==> src/mmu_settings.svh <==
`ifndef MMU_SETTINGS_SVH
`define MMU_SETTINGS_SVH

// Core bus data width in bits
`define MMU_MEM_W 32

// Number of GPIO pin cells
`define MMU_GPIO_PINS 10

// Scratch SRAM depth in bus words
`define MMU_SRAM_WORDS 1024

// GPIO direction registers, one address per pin
`define MMU_GPIO_DIR_BASE 32'h0000_0101

// GPIO pin values, one address per pin
`define MMU_GPIO_VAL_BASE 32'h0000_010B

// Countdown timer
`define MMU_TIMER_ADDR 32'h0000_0115

// Page number of the 4 KiB scratch window at 0x1000
`define MMU_SRAM_PAGE 20'h00001

`endif

==> src/periph_pkg.sv <==
`include "mmu_settings.svh"

package periph_pkg;

    // Region a request falls into
    typedef enum logic [2:0] {
        REG_NONE,
        REG_ERROR,
        REG_GPIO,
        REG_TIMER,
        REG_SRAM
    } region_e;

    // Pin number within the GPIO block
    typedef logic [$clog2(`MMU_GPIO_PINS)-1:0] pin_idx_t;

    // Word index into the scratch SRAM
    typedef logic [$clog2(`MMU_SRAM_WORDS)-1:0] sram_addr_t;

    // Strobe from the decoder to one pin cell
    typedef struct packed {
        logic sel;
        logic we;
        logic is_dir;
        logic wbit;
    } gpio_ctrl_t;

    // Registered result of one pin cell
    typedef struct packed {
        logic rbit;
        logic err;
    } gpio_rsp_t;

endpackage : periph_pkg

==> src/gpio_pin.sv <==
module gpio_pin (
    input  logic                   clk,
    input  logic                   rst,
    input  periph_pkg::gpio_ctrl_t ctrl_i,
    input  logic                   pin_i,
    output logic                   pin_o,
    output logic                   oe_o,
    output periph_pkg::gpio_rsp_t  rsp_o
);

    // 1 means input
    logic dir;
    logic val;
    logic err_d;
    logic rbit_d;

    // Value access must match the current direction
    assign err_d  = ctrl_i.sel && !ctrl_i.is_dir && (ctrl_i.we ? dir : !dir);
    assign rbit_d = ctrl_i.is_dir ? dir : pin_i;

    always_ff @(posedge clk) begin
        if (!rst) begin
            dir   <= 1'b1;
            val   <= 1'b0;
            rsp_o <= '0;
        end else begin
            if (ctrl_i.sel && ctrl_i.we && ctrl_i.is_dir) begin
                dir <= ctrl_i.wbit;
            end
            if (ctrl_i.sel && ctrl_i.we && !ctrl_i.is_dir && !dir) begin
                val <= ctrl_i.wbit;
            end
            rsp_o.err  <= err_d;
            rsp_o.rbit <= rbit_d;
        end
    end

    assign pin_o = val;
    assign oe_o  = !dir;

endmodule : gpio_pin

==> config.mk <==
export PLATFORM = sky130hd
export DESIGN_NAME = gpio_pin
export DESIGN_NICKNAME = d
export VERILOG_FILES = /design/src/periph_pkg.sv /design/src/gpio_pin.sv
export VERILOG_INCLUDE_DIRS = /design/src /design/src/src
export SDC_FILE = /design/constraint.sdc
export NUM_CORES = 1
export LEC_CHECK = 0
export ABC_AREA = 0
export BUFFER_PORTS_ARGS = -buffer_cell sky130_fd_sc_hd__buf_2
export CELL_PAD_IN_SITES_DETAIL_PLACEMENT = 2
export CELL_PAD_IN_SITES_GLOBAL_PLACEMENT = 2
export CORE_AREA = 2 2 39 41
export CTS_CLUSTER_DIAMETER = 30
export CTS_CLUSTER_SIZE = 28
export DETAILED_ROUTE_END_ITERATION = 12
export DIE_AREA = 0 0 41 43
export PLACE_DENSITY = 0.5
export RECOVER_POWER = 25
export SYNTH_ARGS = -nofsm -noshare
export SYNTH_HDL_FRONTEND = slang
export SYNTH_SLANG_ARGS = --single-unit
==> constraint.sdc <==
create_clock -name clk -period 0.98 [get_ports clk]
set_input_delay 0 -clock clk [delete_from_list [all_inputs] [get_ports clk]]
set_output_delay 0 -clock clk [all_outputs]
set_load 0.005 [all_outputs]
# Word level (Yosys, flattened, before mapping)
# Cells that the tools add are included.
# totals
register_bits,4
input_bits,7
out_inout_bits,4
elab_cells,14
# classes
muxes,2
n_reduce_logical,8
# op_table
cell,count
$logic_and 1x1->1,6
$logic_not 1->1,2
$mux 1,2

# Depth between registers and ports, before layout
# depth
word_depth,3
mapped_depth,2
ltp_nobuf,2

# Worst setup path before layout
# Ideal clock, no wire load.
# synth_timing
path_type,register to register
startpoint,reg dir
endpoint,"reg val, in the netlist pin_o"
t_arrival_ns,0.751
required_time_ns,0.908
setup_slack_ns,0.157
stages_incl_launch_ff,3
path_buffers,0
period_less_slack_ns,0.823
cell_sequence,dfxtp_1 -> and4bb_2 -> mux2i_1
# synth_via
elab_chain_len,2
# synth_lines
item,line,source
start: declaration,gpio_pin.sv:12,logic dir;
start signal: assignment,gpio_pin.sv:28,dir <= ctrl_i.wbit;
$logic_not 1->1,gpio_pin.sv:30,if (ctrl_i.sel && ctrl_i.we && !ctrl_i.is_dir && !dir) begin
$logic_and 1x1->1,gpio_pin.sv:30,
end signal: assignment,gpio_pin.sv:31,val <= ctrl_i.wbit;
end: declaration,gpio_pin.sv:13,logic val;
# Every way passes these cells.
# A chain may end at the register's enable or synchronous reset.

# Final worst setup path
# Ends and elaborated chain as after synthesis.

==> flow_summary.toml <==
[outcome]
status = "finished, final reports clean"

[detailed_routing]
drc = 0
wl_per_cell_um = 9.76
via_per_inst = 3.98
drtPass1Iterations = 1
route.final.wire_length_um = 449
drt_iter0_markers = 0
dr_total_vias = 183
ant_nets = 0

[final_layout]
fin_nets = 39
drive_above_1_share_pct = 46.7
area_growth_pct = 58.4
antenna_cells = 0
final_area_um2 = 272
final_cell_mix = "buf_2 (8), dfxtp_1 (4), clkbuf_4 (3)"
final_common_cell = "buf_2"

[floorplan]
ioPinCount = 11
chipWidth_um = 41
start_util_pct = 12.4
rows = 14
dieArea_mm2 = 0.00176
coreArea_mm2 = 0.00138
fp.dieH_um = 43

[timing]
finalMaxSlewViolations = 0
tightestPinTransition_ps = 114
fmaxAchievable_mhz = 1140
finalSetupViolCount = 0
relSlewSlack_pct = 92.2
setup-tns-final_ps = 0
hold_viol = 0
layout_worst_path_cycle_share_pct = 89.8
final.setup_skew_ps = 4.36
min_period_ps = 880
rsz0062_at_grt = "no"

[placed_design]
finalWeightedCongestion = 0.585
dpl_cell_area_um2 = 241
hpwl_um = 360
numPortBuffers = 10

[logic_synthesis]
ys_warn_count = 0
syn-cell-area_um2 = 171
synthCells = 16
synth_cell_types = 11
yosys_register_bits = 4
yosysTopAreaCell = "dfxtp_1"
syn_nets = 23
synth_area_leaders = "dfxtp_1 (47%), mux2i_1 (12%), and4bb_2 (7.3%)"
ys_seq_area_share_pct = 46.7
avgSynthCellArea_um2 = 10.7
yosys.area.top_type_share_pct = 46.7

[grt]
grt_first_pass_wirelength_um = 821
grt_remaining_overflow = 0
grt_pass1_vias = 205
grt_antenna_before_repair = 0
grt_max_degree = 6
grt.total_usage_pct = 8.01

[clock_tree]
cts_tree = "yes"
htreeDepth = 1
root_buffer = "clkbuf_4"
postCtsSetupBuffers = 0
clk_latency_ps = 240
clkSinkCount = 4
cts_buffers = 3
path_clk_slew_ps = 40
clockBufferDepth = 2

[worst_setup_path]
crit_type = "reg -> reg"
slowest_stage = "dfxtp_1"
slowest_delay_ps = 330
end_kind = "flop"
cp.arrival_ps = 1050
critPathMaxFanout = 4
crit_path_start_kind = "flop"
required_ps = 1150
crit_chain = "and4bb_2, mux2i_1"

[power_and_ir_drop]
p_per_area_mw_per_mm2 = 1600
worst_ir_drop_vdd_uv = 271
power_leakage_nw = 0.129

[flow_run]
cap_violations = 0

[hold_path]
hold_path_class = "in -> reg"
==> worst max-delay path: cells and delay by family, from the launching register on <==
family,cells,cell delay (ps)
muxes,1,170
and+or+nand+nor,1,300
DFF,1,330
==> power breakdown <==
group,leakage [nW],internal (mW),switching (mW)
clock,0.0138,0.138,0.0774
sequential,0.0328,0.170,0.00341
combinational,0.0821,0.0261,0.0197
total,0.129,0.334,0.101
==> worst paths after layout <==
kind / startpoint / end / slack [ps] / cells past startpoint
setup / recovery: dir / pin_o / 100 / 2
hold reg to reg: pin_o / pin_o / 460 / 2
setup reg to reg: dir / pin_o / 100 / 2
hold / removal: pin_i / rsp_o[1] / 20 / 3
==> area by class of cell <==
type | instances | area, µm²
well taps | 16 | 20.0
fillers | 168 | 1110
flip-flops and latches | 4 | 80.1
repair buffers | 11 | 57.6
inverters | 1 | 3.75
multi-input cells | 11 | 87.6
clock buffers | 3 | 22.5
==> routing by layer <==
metal / track usage [%] / vias to the layer above / wire length [µm]
met2: 10.6 / 7 / 249
met5: 0 / - / 0
li1: - / 87 / -
met4: 14.0 / 0 / 40
met3: 3.14 / 4 / 28
met1: 6.05 / 85 / 130
==> per-stage QoR <==
stage / instances / hold slack (ps) / worst slack (ps) / power [mW] / utilization [%]
after floorplan: 16 / 88.9 / 157 / 0.193 / -
after global placement: 42 / 245 / 131 / 0.221 / 17.5
after detailed placement: 42 / 240 / 97.3 / 0.221 / 17.5
after global routing: 46 / 41.4 / 46.9 / 0.469 / 19.6
after CTS: 46 / 23.4 / 90.7 / 0.449 / 19.8
final: 46 / 24.2 / 99.9 / 0.435 / 19.6
==> state kept, by name (all words and copies together) (netlist names) <==
signal,count
rsp_o,2
dir,1
pin_o,1
==> cells by family (layout without fill, tap and decap cells) <==
kind of cell              Yosys count  after routing  synth area share [%]
buffers and inverters               1             15                  2.19
muxes                               2              2                  11.7
DFF                                 4              4                  46.7
AOI/OAI and AO/OA                   1              1                  4.38
and+or+nand+nor                     7              7                  29.9
xor gates and xnor gates            1              1                  5.11
==> Yosys cell counts, drive strengths merged <==
| cell | instances |
|---|---|
| xnor2 | 1 |
| nand4 | 1 |
| dfxtp | 4 |
| and4bb | 1 |
| nand2 | 2 |
| and3 | 1 |
| mux2i | 2 |
| and4b | 1 |
| nor2b | 1 |
| o211ai | 1 |
| inv | 1 |
==> timing repair <==
action,CTS,global route
hold buffers,1,0
hold endpoints to repair,1,0
resized for setup,0,0
Note: power is estimated with default switching activity, not from simulation.
