--- config.mk ---
export PLATFORM = sky130hd
export DESIGN_NAME = mmu_response
export DESIGN_NICKNAME = d
export VERILOG_FILES = /design/src/bus_pkg.sv /design/src/periph_pkg.sv /design/src/mmu_response.sv
export VERILOG_INCLUDE_DIRS = /design/src /design/src/src
export SDC_FILE = /design/constraint.sdc
export NUM_CORES = 1
export LEC_CHECK = 0
export BUFFER_PORTS_ARGS = -buffer_cell sky130_fd_sc_hd__buf_2
export CAP_MARGIN = 10
export CORE_MARGIN = 3
export CORE_UTILIZATION = 27
export DETAILED_ROUTE_END_ITERATION = 6
export PLACE_DENSITY = 0.92
export REMOVE_ABC_BUFFERS = 1
export SLEW_MARGIN = 20
export SYNTH_ARGS = -nofsm -noshare
export SYNTH_HDL_FRONTEND = slang
export SYNTH_SLANG_ARGS = --single-unit
--- constraint.sdc ---
create_clock -name vclk -period 1.15
set_input_delay 0.0575 -clock vclk [all_inputs]
set_output_delay 0.0575 -clock vclk [all_outputs]
set_load 0.02 [all_outputs]
--- src/mmu_settings.svh ---
`ifndef MMU_SETTINGS_SVH
`define MMU_SETTINGS_SVH

// Core bus data width in bits
`define MMU_MEM_W 32

// Number of GPIO pin cells
`define MMU_GPIO_PINS 10

// Scratch SRAM depth in bus words
`define MMU_SRAM_WORDS 1024

// GPIO direction registers, one address per pin
`define MMU_GPIO_DIR_BASE 32'h0000_0101

// GPIO pin values, one address per pin
`define MMU_GPIO_VAL_BASE 32'h0000_010B

// Countdown timer
`define MMU_TIMER_ADDR 32'h0000_0115

// Page number of the 4 KiB scratch window at 0x1000
`define MMU_SRAM_PAGE 20'h00001

`endif

--- src/bus_pkg.sv ---
`include "mmu_settings.svh"

package bus_pkg;

    // Page and offset view of a core address
    typedef struct packed {
        logic [19:0] page;
        logic [11:0] offset;
    } mem_addr_s_t;

    // One address word, decoded either whole or as page plus offset
    typedef union packed {
        logic [31:0] raw;
        mem_addr_s_t f;
    } mem_addr_u;

    // Request from the core, valid for the single cycle req is high
    typedef struct packed {
        logic                    req;
        logic                    we;
        logic [`MMU_MEM_W/8-1:0] be;
        mem_addr_u               addr;
        logic [`MMU_MEM_W-1:0]   wdata;
    } mem_req_t;

    // Response to the core, exactly one of rvalid or err per request
    typedef struct packed {
        logic                  rvalid;
        logic                  err;
        logic [`MMU_MEM_W-1:0] rdata;
    } mem_rsp_t;

endpackage : bus_pkg

--- src/periph_pkg.sv ---
`include "mmu_settings.svh"

package periph_pkg;

    // Region a request falls into
    typedef enum logic [2:0] {
        REG_NONE,
        REG_ERROR,
        REG_GPIO,
        REG_TIMER,
        REG_SRAM
    } region_e;

    // Pin number within the GPIO block
    typedef logic [$clog2(`MMU_GPIO_PINS)-1:0] pin_idx_t;

    // Word index into the scratch SRAM
    typedef logic [$clog2(`MMU_SRAM_WORDS)-1:0] sram_addr_t;

    // Strobe from the decoder to one pin cell
    typedef struct packed {
        logic sel;
        logic we;
        logic is_dir;
        logic wbit;
    } gpio_ctrl_t;

    // Registered result of one pin cell
    typedef struct packed {
        logic rbit;
        logic err;
    } gpio_rsp_t;

endpackage : periph_pkg

--- src/mmu_response.sv ---
`include "mmu_settings.svh"

module mmu_response (
    input  periph_pkg::region_e                          sel_region_i,
    input  periph_pkg::pin_idx_t                         sel_pin_i,
    input  logic                                         sel_we_i,
    input  periph_pkg::gpio_rsp_t [`MMU_GPIO_PINS-1:0]   gpio_rsp_i,
    input  logic                                         timer_busy_i,
    input  logic [`MMU_MEM_W-1:0]                        sram_rdata_i,
    output bus_pkg::mem_rsp_t                            rsp_o
);

    periph_pkg::gpio_rsp_t pin_rsp;

    // Result of the pin that was addressed last cycle
    assign pin_rsp = gpio_rsp_i[sel_pin_i];

    always_comb begin
        rsp_o = '0;
        unique case (sel_region_i)
            periph_pkg::REG_ERROR: begin
                rsp_o.err = 1'b1;
            end
            periph_pkg::REG_GPIO: begin
                // Pin decides its own access errors
                rsp_o.err    = pin_rsp.err;
                rsp_o.rvalid = !pin_rsp.err;
                rsp_o.rdata  = {{(`MMU_MEM_W-1){1'b0}}, pin_rsp.rbit};
            end
            periph_pkg::REG_TIMER: begin
                rsp_o.rvalid = 1'b1;
                rsp_o.rdata  = {{(`MMU_MEM_W-1){1'b0}}, timer_busy_i};
            end
            periph_pkg::REG_SRAM: begin
                rsp_o.rvalid = 1'b1;
                rsp_o.rdata  = sram_rdata_i;
            end
            default: begin
                // No request last cycle, nothing to answer
                rsp_o = '0;
            end
        endcase

        // Writes and errors carry no data
        if (sel_we_i || rsp_o.err) begin
            rsp_o.rdata = '0;
        end
    end

endmodule : mmu_response

Word level (Yosys, flattened, before mapping)
Cells that the tools add are included.
- bits in read-only memories: 0
- output and inout bits: 34
- input bits: 61
- bits in registers: 0
- memories kept: 0
- RAM bits: 0
- bits in latches: 0
- multipliers: 0
- add/sub/neg operators: 0
- div/mod/pow operators: 0
- order comparisons: 1
- shift-type cells: 0
- equality and inequality tests: 4
- bitwise operators: 0
- reductions and logical operators: 3
- muxes and demuxes: 6
- operator list (cell ; number):
    32-bit case mux with 3 select lines ; 1
    32-bit 2-to-1 mux ; 1
    2-bit binary-select mux with 4-bit select ; 1
    3-bit by 2-bit equality test with 1-bit output, second input constant ; 2
    4-bit by 5-bit < comparator with 1-bit output, second input constant ; 1
    1-bit case mux with 2 select lines ; 2
    3-bit by 1-bit equality test with 1-bit output, second input constant ; 1
    3-bit equality test, second input constant ; 1
    2-bit 2-to-1 mux ; 1
    2-bit OR reduction ; 1
    1-bit logical NOT ; 1
    1-bit logical OR ; 1

Depth between registers and ports, before layout
Gate-level depths: netlist of run 1.
- depth in word-level cells: 5
- gate-level depth with buffers: 5
- mapped depth without buffers: 4

Least setup slack after synthesis of run 1
No wires, ideal clock.
- path type: input to output
- start point: input sel_pin_i[0]
- end point: output rsp_o[33] in the netlist's numbering
- data required time: 1.092 ns
- path slack: -0.160 ns
- stages on the path: 5
- arrival time: 1.253 ns
- path through: buf_6 mux4_2 mux2i_4 nor4_1 a21oi_1
- RTL lines (element ; RTL line ; text):
    start: declaration ; mmu_response.sv:5 ; input periph_pkg::pin_idx_t sel_pin_i,
    end: declaration ; mmu_response.sv:10 ; output bus_pkg::mem_rsp_t rsp_o

==> impl_metrics.tcl, run 1 <==
set metrics [dict create \
    cp_num_buf_inv 2 \
    nClkBuffers 0 \
    fin_util 0.7588 \
    die_w_um 49 \
    grt_pass1_vias 895 \
    crit_fanout 6 \
    power.leakage_nw 0.6934 \
    fillers 146 \
    hold_path_class "primary input to output pin" \
    yosys_warnings 0 \
    wl_per_cell_um 15.49 \
    min_period_over_period 1.115 \
    drv_slew 0 \
    grt_max_degree 17 \
    netlist_area_um2 499.2 \
    setup_slack_ns -0.1320 \
    status "finished with violations" \
    drv_cap 0 \
    initial_core_util 0.3065 \
    irDropWorstVdd_v 0.0001632 \
    worst_setup_path_end_kind "output pin" \
    synth_cell_types 23 \
    synth-seq-area-share 0 \
    grt_pass1_wl_mm 3.898 \
    seq_area_um2 0 \
    core_um2 1629 \
    nFlopsAndLatches 0 \
    netlist_instances 64 \
    antenna_cells 0 \
    period_minus_slack_ns 1.282 \
    io_buffer_count 95 \
    antenna_found_initial 0 \
    critPathTopFamily "multiplexers" \
    setup.worst_path.class "primary input to output pin" \
    setup_viol 3 \
    tns_ns -0.2996 \
    clock.fmax_mhz 780.0 \
    cts_hold_buf 0 \
    dieArea_um2 2401 \
    vias 930 \
    tightestPinTransition_ns 0.2367 \
    rsz0062_at_grt "yes" \
    track_usage 0.1987 \
    ant_nets 0 \
    violations "negative setup slack" \
    gp_congestion 0.8361 \
    first_pass_iters 4 \
    drive_gt1_frac 0.7515 \
    die_height_um 49 \
    finalHoldViolCount 0 \
    syn_avg_cell_area_um2 7.800 \
    num_rows 14 \
    ios 95 \
    power.density_nw_per_um2 273.6 \
    cp-start-kind "primary input" \
    drt_iter0_drc 17 \
    crit_path_top_delay_cell "mux4_2" \
    drc 0 \
    cp.required_ns 1.09 \
    overflow 0 \
    syn2layout_area_growth_pct 147.6 \
    arrival_ns 1.22 \
    vias_per_cell 4.921 \
    drt_wl_total_mm 2.927 \
    dp_hpwl_mm 2.179 \
    nets 228 \
    crit_chain "buf_12 > mux4_2 > mux2i_4 > o22ai_2 > a21oi_2 > buf_4" \
    cp_slowest_stage_delay_ns 0.53 \
    relSlewSlack 0.8407 \
]
[cells by family after synthesis]
logic type / after synthesis / share of synthesized area
buf+inv: 4 / 0.04511
compound gates: 7 / 0.1103
mux: 8 / 0.3058
simple gates: 45 / 0.5389
[routing by layer]
metal	up-vias	share of wire	GRT usage
li1	429	-	-
met1	441	0.31	0.1860
met2	48	0.62	0.4186
met3	12	0.043	0.02141
met4	0	0.031	0.08531
met5	-	0	0
[per-stage QoR]
stage                     power, mW  instance area (µm²)  hold WS (ns)  std cells  setup slack (ns)
after floorplan              0.1243                476.7        0.2118         60           -0.2011
after global placement       0.2718                 1027        0.4353        185           -0.2092
after detailed placement     0.2864                 1027        0.4350        185           -0.2576
after CTS                    0.3006                 1064        0.4350        186           -0.1401
after global routing         0.3601                 1236        0.4327        189           -0.1813
final                        0.3382                 1236        0.4189        189           -0.1320
[cell usage after synthesis]
| library cell | count | share of area |
|---|---|---|
| and2_1 | 31 | 0.39 |
| clkbuf_1 | 3 | 0.023 |
| nor2_1 | 3 | 0.023 |
| nor2b_1 | 3 | 0.038 |
| a21oi_1 | 2 | 0.020 |
| mux2_2 | 2 | 0.045 |
| mux4_1 | 2 | 0.11 |
| mux4_2 | 2 | 0.090 |
| nand2_1 | 2 | 0.015 |
| a21oi_2 | 1 | 0.018 |
| a221o_1 | 1 | 0.020 |
| a41oi_1 | 1 | 0.018 |
| and2b_1 | 1 | 0.015 |
| buf_6 | 1 | 0.023 |
| mux2i_1 | 1 | 0.020 |
| mux2i_4 | 1 | 0.045 |
| nand2b_1 | 1 | 0.013 |
| nand3_1 | 1 | 0.010 |
| nand4_1 | 1 | 0.013 |
| nor4_1 | 1 | 0.013 |
| o21ai_0 | 1 | 0.010 |
| o22ai_2 | 1 | 0.025 |
| or3_1 | 1 | 0.013 |
[placed cells by master (no fill, tap or decap), types with 8 or more instances in the layout]
cell type  instances
and2_1            23
buf_2             69
buf_6             15
and2_4             8
buf_4             20
[final cells by class]
cell class                 instances  area (µm²)  share of cell area
multi-input combinational         60       521.8              0.4221
timing repair buffer             105       684.4              0.5536
tap                               24       30.03             0.02429
[final timing paths]
check                 slack, ns         to  depth (start not counted)              from
worst min-delay path       0.42  rsp_o[24]                          3  sram_rdata_i[24]
worst max-delay path      -0.13   rsp_o[0]                          6      sel_pin_i[0]
[power by group]
part           total [mW]  switching (mW)  internal, mW
logic               0.338           0.143         0.195
clock network           0               0             0
registers               0               0             0
[repair_timing]
action	4_1_cts	5_1_grt
setup buffers	0	1
cloned	1	2
endpoints found under the setup margin	34	34
pin swaps	2	1
resized for setup	10	52
Note: power is estimated with default switching activity, not from simulation.
==> run 2: changes to the inputs <==
--- a/config.mk
+++ b/config.mk
@@ -8,11 +8,13 @@
 export LEC_CHECK = 0
 export BUFFER_PORTS_ARGS = -buffer_cell sky130_fd_sc_hd__buf_2
 export CAP_MARGIN = 10
-export CORE_MARGIN = 3
-export CORE_UTILIZATION = 27
+export CELL_PAD_IN_SITES_DETAIL_PLACEMENT = 1
+export CELL_PAD_IN_SITES_GLOBAL_PLACEMENT = 1
+export CORE_UTILIZATION = 15
 export DETAILED_ROUTE_END_ITERATION = 6
 export PLACE_DENSITY = 0.92
 export REMOVE_ABC_BUFFERS = 1
+export SETUP_SLACK_MARGIN = 0.05
 export SLEW_MARGIN = 20
 export SYNTH_ARGS = -nofsm -noshare
 export SYNTH_HDL_FRONTEND = slang
==> run 2 against run 1 <==
Effect of this change: the flow still finishes with violations (negative setup slack); via count fell by 5.1%; cell count rose by 12%; cell area rose by 12%; flip-flop and latch count did not move; worst setup slack got worse by 0.036 ns; combinational power rose by 9.2%; die area rose by 48%.
==> impl_metrics.tcl, run 2 (synthesis gave the netlist of run 1 again) <==
set metrics [dict create \
    irDropWorstVdd_v 0.00006382 \
    drt_wl_total_mm 3.010 \
    arrival_ns 1.26 \
    tightestPinTransition_ns 0.2915 \
    num_rows 20 \
    relSlewSlack 0.8053 \
    core_um2 3103 \
    drc 0 \
    drive_gt1_frac 0.8214 \
    setup_slack_ns -0.1675 \
    cp-start-kind "primary input" \
    drv_cap 0 \
    first_pass_iters 4 \
    min_period_over_period 1.146 \
    hold_ws_ns 0.4163 \
    rsz0062_at_grt "yes" \
    final_cell_area_um2 1390 \
    nClkBuffers 0 \
    clock.fmax_mhz 759.0 \
    antenna_cells 0 \
    drt_iter0_drc 19 \
    status "finished with violations" \
    io_buffer_count 95 \
    tns_ns -0.3872 \
    cp_slowest_stage_delay_ns 0.53 \
    wl_per_cell_um 14.20 \
    grt_pass1_wl_mm 4.278 \
    placed_cells 206 \
    finalHoldViolCount 0 \
    grt_pass1_vias 955 \
    initial_core_util 0.1609 \
    cts_hold_buf 0 \
    nets 231 \
    cp.required_ns 1.09 \
    fin_cells 212 \
    dieArea_um2 3563 \
    crit_path_top_delay_cell "mux4_2" \
    overflow 0 \
    place_area_um2 1072 \
    setup_viol 3 \
    setup.worst_path.class "primary input to output pin" \
    track_usage 0.1583 \
    layout_commonest_cell "buf_2" \
    seq_area_um2 0 \
    crit_fanout 6 \
    violations "negative setup slack" \
    syn2layout_area_growth_pct 178.4 \
    layout_common_cells "buf_2 (69), buf_6 (21), and2_4 (19)" \
    die_w_um 59.69 \
    hold_path_class "primary input to output pin" \
    crit_chain "buf_12 > mux4_2 > mux2i_4 > o22ai_2 > a21oi_2 > buf_4" \
    dp_hpwl_mm 2.233 \
    gp_congestion 0.7693 \
    drv_slew 0 \
    die_height_um 59.69 \
    worst_setup_path_end_kind "output pin" \
    power.leakage_nw 0.7443 \
    power.density_nw_per_um2 265.5 \
    antenna_found_initial 0 \
    period_minus_slack_ns 1.318 \
    grt_max_degree 16 \
    vias_per_cell 4.165 \
    finalPower_mw 0.3690 \
    nFlopsAndLatches 0 \
    ant_nets 0 \
    vias 883 \
    ios 95 \
]
run 2: cell types whose count changed in the layout (fill, tap and decap cells not counted), sizes merged:
cell | previous run | this run
buf | 105 | 108
run 2: final cells by class:
| class | count | area [µm²] |
|---|---|---|
| fillers | 419 | 1713 |
| multi-input cells | 60 | 553.0 |
| well taps | 44 | 55.05 |
| repair buffers | 108 | 782.0 |
run 2: worst max-delay path, delay by kind of cell:
kind / cells / cell delay [ns]
mux: 2 / 0.73
buf+inv: 2 / 0.24
compound gates: 2 / 0.22
run 2: metal layers:
metal,vias to the layer above,share of wire,GRT usage
met5,-,0,0
li1,435,-,-
met2,28,0.65,0.3556
met3,0,0.030,0.004329
met4,0,0,0
met1,420,0.32,0.1643
run 2: what timing repair did:
action | in CTS | in global routing
buffers inserted | 2 | 3
gates resized for setup | 63 | 15
cloned | 2 | 0
pin swaps | 13 | 6
setup endpoints to repair | 34 | 32
run 2: path summary, 6_finish.rpt:
path / startpoint / end / slack [ns] / depth (start not counted)
hold / removal: sram_rdata_i[30] / rsp_o[30] / 0.42 / 3
setup / recovery: sel_pin_i[0] / rsp_o[0] / -0.17 / 6
run 2: stage by stage:
stage	setup slack (ns)	utilization
after floorplan	-0.2011	-
after global placement	-0.2299	0.3456
after detailed placement	-0.3099	0.3456
after CTS	-0.1819	0.4323
after global routing	-0.2136	0.4480
final	-0.1675	0.4480
run 2: power breakdown:
group          switching [mW]  leakage, nW  internal, mW
clock                       0            0             0
combinational           0.149        0.744         0.220
sequential                  0            0             0
