[config.mk]
export PLATFORM = sky130hd
export DESIGN_NAME = digital_timer
export DESIGN_NICKNAME = d
export VERILOG_FILES = /design/src/digital_timer.sv
export VERILOG_INCLUDE_DIRS = /design/src /design/src/src
export SDC_FILE = /design/constraint.sdc
export NUM_CORES = 1
export LEC_CHECK = 0
export BUFFER_PORTS_ARGS = -buffer_cell sky130_fd_sc_hd__buf_4
export CORE_AREA = 3 3 63 65
export CTS_CLUSTER_DIAMETER = 50
export DETAILED_ROUTE_END_ITERATION = 10
export DIE_AREA = 0 0 66 68
export PLACE_DENSITY_LB_ADDON = 0.08
export SLEW_MARGIN = 20
export SYNTH_ARGS = -nofsm -noshare
export SYNTH_HDL_FRONTEND = slang
export SYNTH_SLANG_ARGS = --single-unit
export TNS_END_PERCENT = 100
[constraint.sdc]
create_clock -name clk -period 2.65 [get_ports clk]
set_input_delay 0.3975 -clock clk [delete_from_list [all_inputs] [get_ports clk]]
set_output_delay 0.3975 -clock clk [all_outputs]
set_load 0.02 [all_outputs]
[src/mmu_settings.svh]
`ifndef MMU_SETTINGS_SVH
`define MMU_SETTINGS_SVH

// Core bus data width in bits
`define MMU_MEM_W 32

// Number of GPIO pin cells
`define MMU_GPIO_PINS 10

// Scratch SRAM depth in bus words
`define MMU_SRAM_WORDS 1024

// GPIO direction registers, one address per pin
`define MMU_GPIO_DIR_BASE 32'h0000_0101

// GPIO pin values, one address per pin
`define MMU_GPIO_VAL_BASE 32'h0000_010B

// Countdown timer
`define MMU_TIMER_ADDR 32'h0000_0115

// Page number of the 4 KiB scratch window at 0x1000
`define MMU_SRAM_PAGE 20'h00001

`endif

[src/digital_timer.sv]
`include "mmu_settings.svh"

module digital_timer (
    input  logic                  clk,
    input  logic                  rst,
    input  logic                  load_i,
    input  logic [`MMU_MEM_W-1:0] val_i,
    output logic                  busy_o
);

    logic [`MMU_MEM_W-1:0] count;

    // A load wins over the decrement in the same cycle
    always_ff @(posedge clk) begin
        if (!rst) begin
            count <= '0;
        end else if (load_i) begin
            count <= val_i;
        end else if (count != '0) begin
            count <= count - 1'b1;
        end
    end

    // Stays high until the count runs out
    assign busy_o = count != '0;

endmodule : digital_timer

After elaboration in Yosys (flattened, before gate mapping)
Cells that the tools add are included.
- word-level logic and storage cells: 6
- bits in registers: 32
- output and inout bits: 1
- input bits: 35
- $add $sub $neg: 1
- multiplexer cells: 2
- reductions and logical operators: 2
- operator list (operator ; number):
    two-way mux 32 bit ; 2
    nonzero test 32 bit ; 1
    subtractor 32 x 1 -> 32 bit (second input constant) ; 1
    nonzero test 2 bit ; 1

Depth between registers and ports, before layout
Gate-level depths: netlist of the first run.
- depth after elaboration: 3
- gate-level depth with buffers: 9

Worst setup path before layout of the first run
Ideal clock, no wire load.
- path kind: register to register
- start point: register count[8]
- end point: register count[10]
- buffers on the path: 1
- arrival: 1.748 ns
- slack: 0.785 ns
- stages on the path, launching flop included: 8
- clock period less this slack: 1.865 ns
- library setup time: 0.117 ns
- cell sequence: dfxtp_1 > or4_4 > nor3_4 > nand4_4 > nand2b_4 > nand2_2 > buf_4 > o21ai_1
- RTL lines (what ; RTL line ; RTL):
    start, declared ; digital_timer.sv:11 ; logic [`MMU_MEM_W-1:0] count;
    start signal, assigned ; digital_timer.sv:18 ; count <= val_i;
    start signal, assigned ; digital_timer.sv:20 ; count <= count - 1'b1;
    nonzero test 32 bit ; -- ;
    net busy_o ; digital_timer.sv:8 ; output logic busy_o
    nonzero test 2 bit (no line) ; -- ;
The timed path passes the listed nets, and every way through them passes these cells. The select of a mux whose other input is x is not followed.
A chain may end at the register's enable or synchronous reset.

Worst setup path in the final report of the first run
- start point: register count[8]
- end point: output busy_o
- cells in the longest elaborated chain, start to end: 1
- RTL lines (what ; RTL line ; RTL):
    nonzero test 32 bit ; digital_timer.sv:25 ; assign busy_o = count != '0;
    end, declared ; digital_timer.sv:8 ;
Every way passes these cells.

==> flow_summary.ini, run 1 <==
[worst_setup_path]
startpoint = count[8]
crit_path_top_delay_cell = or4_4
cp_cell_sequence = or4_4 > nor3_4 > nand4_4 > nand2b_4 > buf_4
r2r_end = count[1]
crit_required_ns = 2.25
critical_path_class = flop to output port
rrSetupSlack_ns = 0.40
cp-end-kind = output port
rr_worst_depth = 6
crit_arrival_ns = 2.02
r2r-start = count[14]
start_kind = flop
critical_path.max_fanout = 7
cpPeakStageDelay_ns = 0.57

[pwr]
power.total_mw = 1.21
power.share.clock_pct = 30.2
p_sw_share_pct = 29.6
seq_power_share_pct = 46.9
p_comb_share_pct = 22.9
ir_drop_v = 0.000466
p_per_area_nw_per_um2 = 546
p_switching_uw = 358
p_leak_nw = 0.841
p_int_uw = 852

[logic_synthesis]
ys_warn_count = 0
synthTopCellsByArea = dfxtp_1, xnor2_1, nand2_1
postSynthAreaPerCell_um2 = 8.48
seq_area_frac_synth_pct = 35.0
synth.most_common_cell = dfxtp_1
synth_nets = 252
synth_flop_cell = dfxtp_1
synth_top_area_cell = dfxtp_1
ys_types = 43
syn-cell-area_um2 = 1830
async_flop_share_pct = 0
synth_cells = 216
synth_top_cells_by_count = dfxtp_1, nand2_1, xnor2_1
ys_seq_elements = 32
synth_edf_count = 0
yosysTopAreaCellShare_pct = 35.0

[route]
ant_nets = 0
dr.pass1.iters = 4
wl_mm = 4.09
viasPerCell = 5.31
wl_per_cell_um = 13.6
drtIter0Drc = 74
drc = 0
num_vias = 1594

[die]
coreArea_um2 = 3390
rows = 21
die_y_um = 68
initial_core_util_pct = 54.0
ioPinCount = 36
dieWidth_um = 66
die_area_um2 = 4490

[final_layout]
final_cells = 300
drive_gt1_share_pct = 25.6
multi_input_area_um2 = 1140
largest_reg_flops = 32
n_fill_cell = 305
largest-register = count
diodes = 0
area_delta_synth_final_pct = 20.9
final_cell_area_um2 = 2210
register_area_um2 = 641
reg_top3 = count: 32 flops
final_util_pct = 65.3
num-nets-final = 289

[sta]
timing.final.crit_share_pct = 91.2
holdWs_ns = 0.251
slew-limit-headroom_pct = 50.9
drv_slew = 0
clock_skew_ns = 0.0136
min_period_ns = 2.42
setup_violations = 0
hold_viol = 0
max_freq_mhz = 414
rsz0062_at_grt = no
layout_setup_ws_ns = 0.233
setup_tns_ns = 0
worstMarginPinSlew_ns = 0.737

[flow_run]
max_cap_viol_count = 0

[cts]
clkLatencyLatePin_ns = 0.34
clock-sinks = 32
clockBufferDepth = 2
cts_root_buf = clkbuf_4
htreeDepth = 2
cts_buffers = 5
clkTransAtPathRegs_ns = 0.11
cts_setup_buffers = 0
tritoncts = built

[global_routing]
overflow = 0
grt_first_pass_wirelength_mm = 6.55
grt_pass1_vias = 1450
grt_antenna_before_repair = 0
grtUsageTotal_pct = 19.3
grt_max_degree = 21

[placed_design]
dp.cells = 292
dp_hpwl_mm = 2.96
gp_congestion = 0.782
place_area_um2 = 2130
place.port_buffers = 35
dp_slack_ns = 0.381

[status]
status = completed

[worst_hold_path]
holdCritPathClass = input pin to flop
min_to = count[31]
min_path_cells = 3
min_from = val_i[31]
## power groups by stage
stage                     Combinational, mW  Clock, mW  Sequential (mW)
after floorplan                       0.198          0            0.567
after global placement                0.273          0            0.575
after detailed placement              0.277          0            0.576
after CTS                             0.279      0.371            0.566
after global routing                  0.308      0.400            0.572
final                                 0.277      0.365            0.567
## layout make-up
cell class	instances	share of cell area (%)
Tap cell	46	2.60
Clock inverter	2	1.58
Inverter	3	0.508
Timing Repair Buffer	38	12.9
Sequential cell	32	28.9
Clock buffer	6	1.86
Multi-Input combinational cell	173	51.6
## repair_timing
item                                    in CTS  in global routing
resized for setup                            0                  1
endpoints found under the setup margin       0                  1
hold buffers                                 0                  0
## cells in the final DEF (no fill, tap or decap), types with 4 or more instances in the layout
cell      synthesis  routed
o21ai_1          16      16
nand2_1          31      31
and2_1            6       6
nor4_1            4       4
a21oi_1          12      12
o21ai_0           7       7
clkbuf_4          0       5
or3_1             4       4
o31ai_1           4       4
nor2_1           14      14
buf_4             1      38
dfxtp_1          32      32
nor4_2            5       5
mux2i_1           4       4
nor3_2            4       4
nor3_1            9       9
xnor2_1          20      20
## cells by family after synthesis
kind of cell | synth area share [%]
AO/OA/AOI/OAI | 14.3
XOR/XNOR | 11.0
adder cells (fa/ha/maj) | 0.683
buffers and inverters | 2.87
flip-flops | 35.0
multiplexers | 2.19
AND/OR/NAND/NOR | 33.9
## metal layers
metal / track usage [%] / vias up / share of wire [%]
met2: 31.5 / 27 / 47
li1: - / 836 / -
met1: 24.3 / 724 / 48
met3: 4.76 / 7 / 3.5
met4: 7.87 / 0 / 1.2
met5: 0 / - / 0
## critical path: cells and delay by family, from the launching register on
family | cells | cell delay [ns]
flops | 1 | 0.38
simple gates | 4 | 1.15
buf+inv | 1 | 0.16
## worst max path at each step
| stage | slack (ns) | end | depth (start not counted) |
|---|---|---|---|
| 2_1_floorplan | 0.78 | count[10] | 7 |
| 3_3_place_gp | 0.52 | count[1] | 8 |
| 3_5_place_dp | 0.38 | count[1] | 8 |
| 4_1_cts | 0.13 | busy_o | 7 |
| 5_1_grt | 0.14 | busy_o | 5 |
| 6_report | 0.23 | busy_o | 5 |
Power figures use the tool's default switching activity.
==> inputs of run 2 (changes only) <==
--- a/config.mk
+++ b/config.mk
@@ -7,10 +7,10 @@
 export NUM_CORES = 1
 export LEC_CHECK = 0
 export BUFFER_PORTS_ARGS = -buffer_cell sky130_fd_sc_hd__buf_4
-export CORE_AREA = 3 3 63 65
+export CORE_AREA = 3 3 62 64
 export CTS_CLUSTER_DIAMETER = 50
 export DETAILED_ROUTE_END_ITERATION = 10
-export DIE_AREA = 0 0 66 68
+export DIE_AREA = 0 0 65 67
 export PLACE_DENSITY_LB_ADDON = 0.08
 export SLEW_MARGIN = 20
 export SYNTH_ARGS = -nofsm -noshare
==> constraint.sdc (replaced) <==
create_clock -name clk -period 2.9 [get_ports clk]
set_input_delay 0.435 -clock clk [delete_from_list [all_inputs] [get_ports clk]]
set_output_delay 0.435 -clock clk [all_outputs]
set_load 0.02 [all_outputs]
==> flow_summary.ini, run 2 (synthesis results as in run 1) <==
[pwr]
p_comb_share_pct = 24.8
power.share.clock_pct = 22.3
ir_drop_v = 0.000279
p_per_area_nw_per_um2 = 454
seq_power_share_pct = 52.9
p_int_uw = 672
p_sw_share_pct = 31.1
p_leak_nw = 0.804
p_switching_uw = 304

[sta]
hold_viol = 0
layout_setup_ws_ns = 0.317
timing.final.crit_share_pct = 89.1
drv_slew = 0
setup_violations = 0
worstMarginPinSlew_ns = 0.741
rsz0062_at_grt = no
max_freq_mhz = 387
min_period_ns = 2.58
setup_tns_ns = 0
clock_skew_ns = 0.00652
slew-limit-headroom_pct = 50.6

[route]
ant_nets = 0
wl_per_cell_um = 12.8
drc = 0
dr.pass1.iters = 4
num_vias = 1570
viasPerCell = 5.34
drtIter0Drc = 75
wl_mm = 3.76

[final_layout]
largest-register = count
multi_input_area_um2 = 1140
n_fill_cell = 315
drive_gt1_share_pct = 23.8
final_cell_mix = buf_4, dfxtp_1, nand2_1
register_area_um2 = 641
final_util_pct = 64.4
reg_top3 = count: 32 flops
final_cell_area_um2 = 2150
num-nets-final = 286
area_delta_synth_final_pct = 17.3
largest_reg_flops = 32
layout_commonest_cell = buf_4
diodes = 0

[status]
status = completed

[worst_setup_path]
r2r_end = count[11]
cp_cell_sequence = inv_1 > ha_1 > nor3b_1 > and2_1 > nand4_4 > nand2b_4 > buf_4
worst-path-buf-inv = 2
critical_path.max_fanout = 5
critical_path_class = flop to output port
crit_arrival_ns = 2.15
cp-end-kind = output port
start_kind = flop
crit_required_ns = 2.47
cpPeakStageDelay_ns = 0.38
crit_path_top_delay_cell = nor3b_1
rrSetupSlack_ns = 0.54
crit_family = simple AND/OR/NAND/NOR gates
r2r-start = count[0]
rr_worst_depth = 8

[cts]
tritoncts = built
clock-sinks = 32
clkLatencyLatePin_ns = 0.33
cts_buffers = 5
clkTransAtPathRegs_ns = 0.09
cts_resized = 0
htreeDepth = 2
clockBufferDepth = 2
cts_root_buf = clkbuf_4
cts-hold-fix-buffers = 0
cts_setup_buffers = 0

[placed_design]
dp_slack_ns = 0.596
gp_congestion = 0.777
place.port_buffers = 35
dp_hpwl_mm = 2.74
place_area_um2 = 2110

[die]
rows = 21
die_y_um = 67
ioPinCount = 36
initial_core_util_pct = 54.9
dieWidth_um = 65
coreArea_um2 = 3340
die_area_um2 = 4360

[global_routing]
grtUsageTotal_pct = 20.2
grt_max_degree = 21
grt_antenna_before_repair = 0
grt_pass1_vias = 1512
overflow = 0
grt_first_pass_wirelength_mm = 6.68

[worst_hold_path]
min_from = val_i[10]
min_to = count[10]
min_path_cells = 3
holdCritPathClass = input pin to flop

[flow_run]
max_cap_viol_count = 0
==> run 2: power by group through the flow <==
stage	Sequential, mW	Clock [mW]	Combinational (mW)
floorplan	0.518	0	0.180
global placement	0.525	0	0.242
CTS	0.516	0.228	0.244
detailed placement	0.525	0	0.243
finish	0.516	0.217	0.242
global route	0.523	0.244	0.276
==> run 2: layout make-up <==
class,count,share of cell area [%]
multi-input cells,173,53.0
flip-flops and latches,32,29.8
repair buffers,35,12.2
well taps,46,2.68
clock buffers,5,1.75
inverters,3,0.524
==> run 2: routing by layer <==
metal,vias to the layer above,routed length [µm],global-route usage [%]
met5,-,0,0
met4,0,76,11.1
met3,8,227,5.23
met2,40,1660,32.1
met1,695,1800,24.9
li1,827,-,-
==> run 2: worst max path at each step <==
stage                   from  depth (start not counted)  slack [ns]         to
floorplan           count[8]                          7        1.03  count[10]
global placement    count[0]                          8        0.61  count[11]
detailed placement  count[0]                          8        0.60  count[11]
CTS                 count[0]                          7        0.31     busy_o
global route        count[0]                          7        0.10     busy_o
finish              count[0]                          7        0.32     busy_o
==> run 2: worst register-to-register path: cells and delay by family (launching register included) <==
family / cells / cell delay (ns)
xor+xnor: 1 / 0.16
simple gates: 4 / 1.35
flops: 1 / 0.35
compound gates: 1 / 0.08
fa+ha+maj: 1 / 0.22
buf+inv: 1 / 0.10
==> run 2: per-stage QoR <==
stage / hold slack [ns] / power, mW / std cells
2_1_floorplan: 0.510 / 0.698 / 216
3_3_place_gp: 0.531 / 0.767 / 289
3_5_place_dp: 0.540 / 0.768 / 289
4_1_cts: 0.284 / 0.988 / 294
5_1_grt: 0.281 / 1.04 / 294
6_report: 0.296 / 0.976 / 294
==> inputs of run 3 (changes only) <==
--- a/config.mk
+++ b/config.mk
@@ -12,6 +12,8 @@
 export DETAILED_ROUTE_END_ITERATION = 10
 export DIE_AREA = 0 0 65 67
 export PLACE_DENSITY_LB_ADDON = 0.08
+export RECOVER_POWER = 25
+export REMOVE_ABC_BUFFERS = 1
 export SLEW_MARGIN = 20
 export SYNTH_ARGS = -nofsm -noshare
 export SYNTH_HDL_FRONTEND = slang
==> flow_summary.ini, run 3 (synthesis results as in run 1) <==
[die]
dieWidth_um = 65
ioPinCount = 36
die_area_um2 = 4360
die_y_um = 67
coreArea_um2 = 3340
initial_core_util_pct = 54.9
rows = 21

[status]
status = completed

[final_layout]
reg_top3 = count: 32 flops
area_delta_synth_final_pct = 17.3
largest-register = count
layout_commonest_cell = buf_4
diodes = 0
n_fill_cell = 323
final_cell_area_um2 = 2150
final_util_pct = 64.4
drive_gt1_share_pct = 23.9
final_cell_mix = buf_4, dfxtp_1, nand2_1
largest_reg_flops = 32
num-nets-final = 287

[route]
dr.pass1.iters = 4
viasPerCell = 5.33
drtIter0Drc = 60
wl_mm = 3.92
num_vias = 1584
wl_per_cell_um = 13.2
drc = 0
ant_nets = 0

[sta]
worstMarginPinSlew_ns = 0.696
max_freq_mhz = 394
min_period_ns = 2.54
clock_skew_ns = 0.00713
hold_viol = 0
setup_violations = 0
drv_slew = 0
layout_setup_ws_ns = 0.360
rsz0062_at_grt = no
setup_tns_ns = 0
slew-limit-headroom_pct = 53.6
timing.final.crit_share_pct = 87.6

[pwr]
p_comb_share_pct = 24.4
power.total_uw = 995
p_switching_uw = 314
p_leak_nw = 0.806
ir_drop_v = 0.000232
p_int_uw = 681
power.share.clock_pct = 23.7
seq_power_share_pct = 51.9
p_per_area_nw_per_um2 = 463
p_sw_share_pct = 31.6

[worst_setup_path]
cpPeakStageDelay_ns = 0.34
cp_cell_sequence = inv_1 > ha_1 > nor3b_2 > and2_0 > nand4_4 > nand2b_4 > buf_4
crit_arrival_ns = 2.10
critical_path_class = flop to output port
crit_required_ns = 2.47
start_kind = flop
critical_path.max_fanout = 5
cp-end-kind = output port
crit_path_top_delay_cell = dfxtp_1

[global_routing]
grt_first_pass_wirelength_mm = 6.85
grt_max_degree = 21
overflow = 0
grt_antenna_before_repair = 0
grtUsageTotal_pct = 20.6
grt_pass1_vias = 1481

[placed_design]
dp_hpwl_mm = 2.91
dp_slack_ns = 0.591
place.port_buffers = 35
place_area_um2 = 2120
gp_congestion = 0.786

[cts]
clockBufferDepth = 2
tritoncts = built
htreeDepth = 2
clkTransAtPathRegs_ns = 0.10
clock-sinks = 32
cts_root_buf = clkbuf_4
cts-hold-fix-buffers = 0
clkLatencyLatePin_ns = 0.33
cts_buffers = 5

[flow_run]
max_cap_viol_count = 0

[worst_hold_path]
holdCritPathClass = input pin to flop
-- run 3: power groups by stage --
stage,logic [mW],clock network [mW],registers (mW)
global placement,0.244,0,0.525
floorplan,0.174,0,0.518
CTS,0.247,0.240,0.516
finish,0.243,0.236,0.516
global route,0.275,0.269,0.524
detailed placement,0.246,0,0.526
-- run 3: what timing repair did --
action,CTS,global route
setup buffers,0,0
gates resized for setup,0,1
endpoints found under the setup margin,0,1
-- run 3: cell type report --
type | instances | area [µm²] | area share [%]
Clock buffer | 6 | 41.3 | 1.92
Tap cell | 46 | 57.6 | 2.68
Sequential cell | 32 | 641 | 29.8
Multi-Input combinational cell | 173 | 1120 | 52.3
Timing Repair Buffer | 36 | 270 | 12.6
Clock inverter | 1 | 5.00 | 0.233
Inverter | 3 | 11.3 | 0.524
-- run 3: worst max-delay path: cells and delay by family (launching register included) --
family	cells	cell delay [ns]
buffers and inverters	2	0.26
adders and majority gates	1	0.21
DFF	1	0.34
and+or+nand+nor	4	0.96
-- run 3: through the flow --
| stage | hold slack [ns] | instances |
|---|---|---|
| 6_report | 0.294 | 297 |
| 5_1_grt | 0.292 | 297 |
| 4_1_cts | 0.288 | 297 |
| 3_5_place_dp | 0.538 | 290 |
| 3_3_place_gp | 0.529 | 290 |
| 2_1_floorplan | 0.510 | 208 |
-- run 3: worst paths after layout --
path                   from        end  slack (ns)  depth (start not counted)
setup / recovery   count[0]     busy_o        0.36                          7
hold / removal    val_i[31]  count[31]        0.29                          3
setup reg to reg  count[14]   count[1]        0.50                          6
hold reg to reg   count[31]  count[31]        0.56                          2
-- run 3: per-layer routing --
| metal | part of all wire, % | GRT usage [%] | vias to the layer above |
|---|---|---|---|
| met2 | 47 | 33.7 | 36 |
| met4 | 1.5 | 7.92 | 0 |
| met1 | 47 | 25.9 | 704 |
| li1 | - | - | 836 |
| met5 | 0 | 0 | - |
| met3 | 4.6 | 5.40 | 8 |
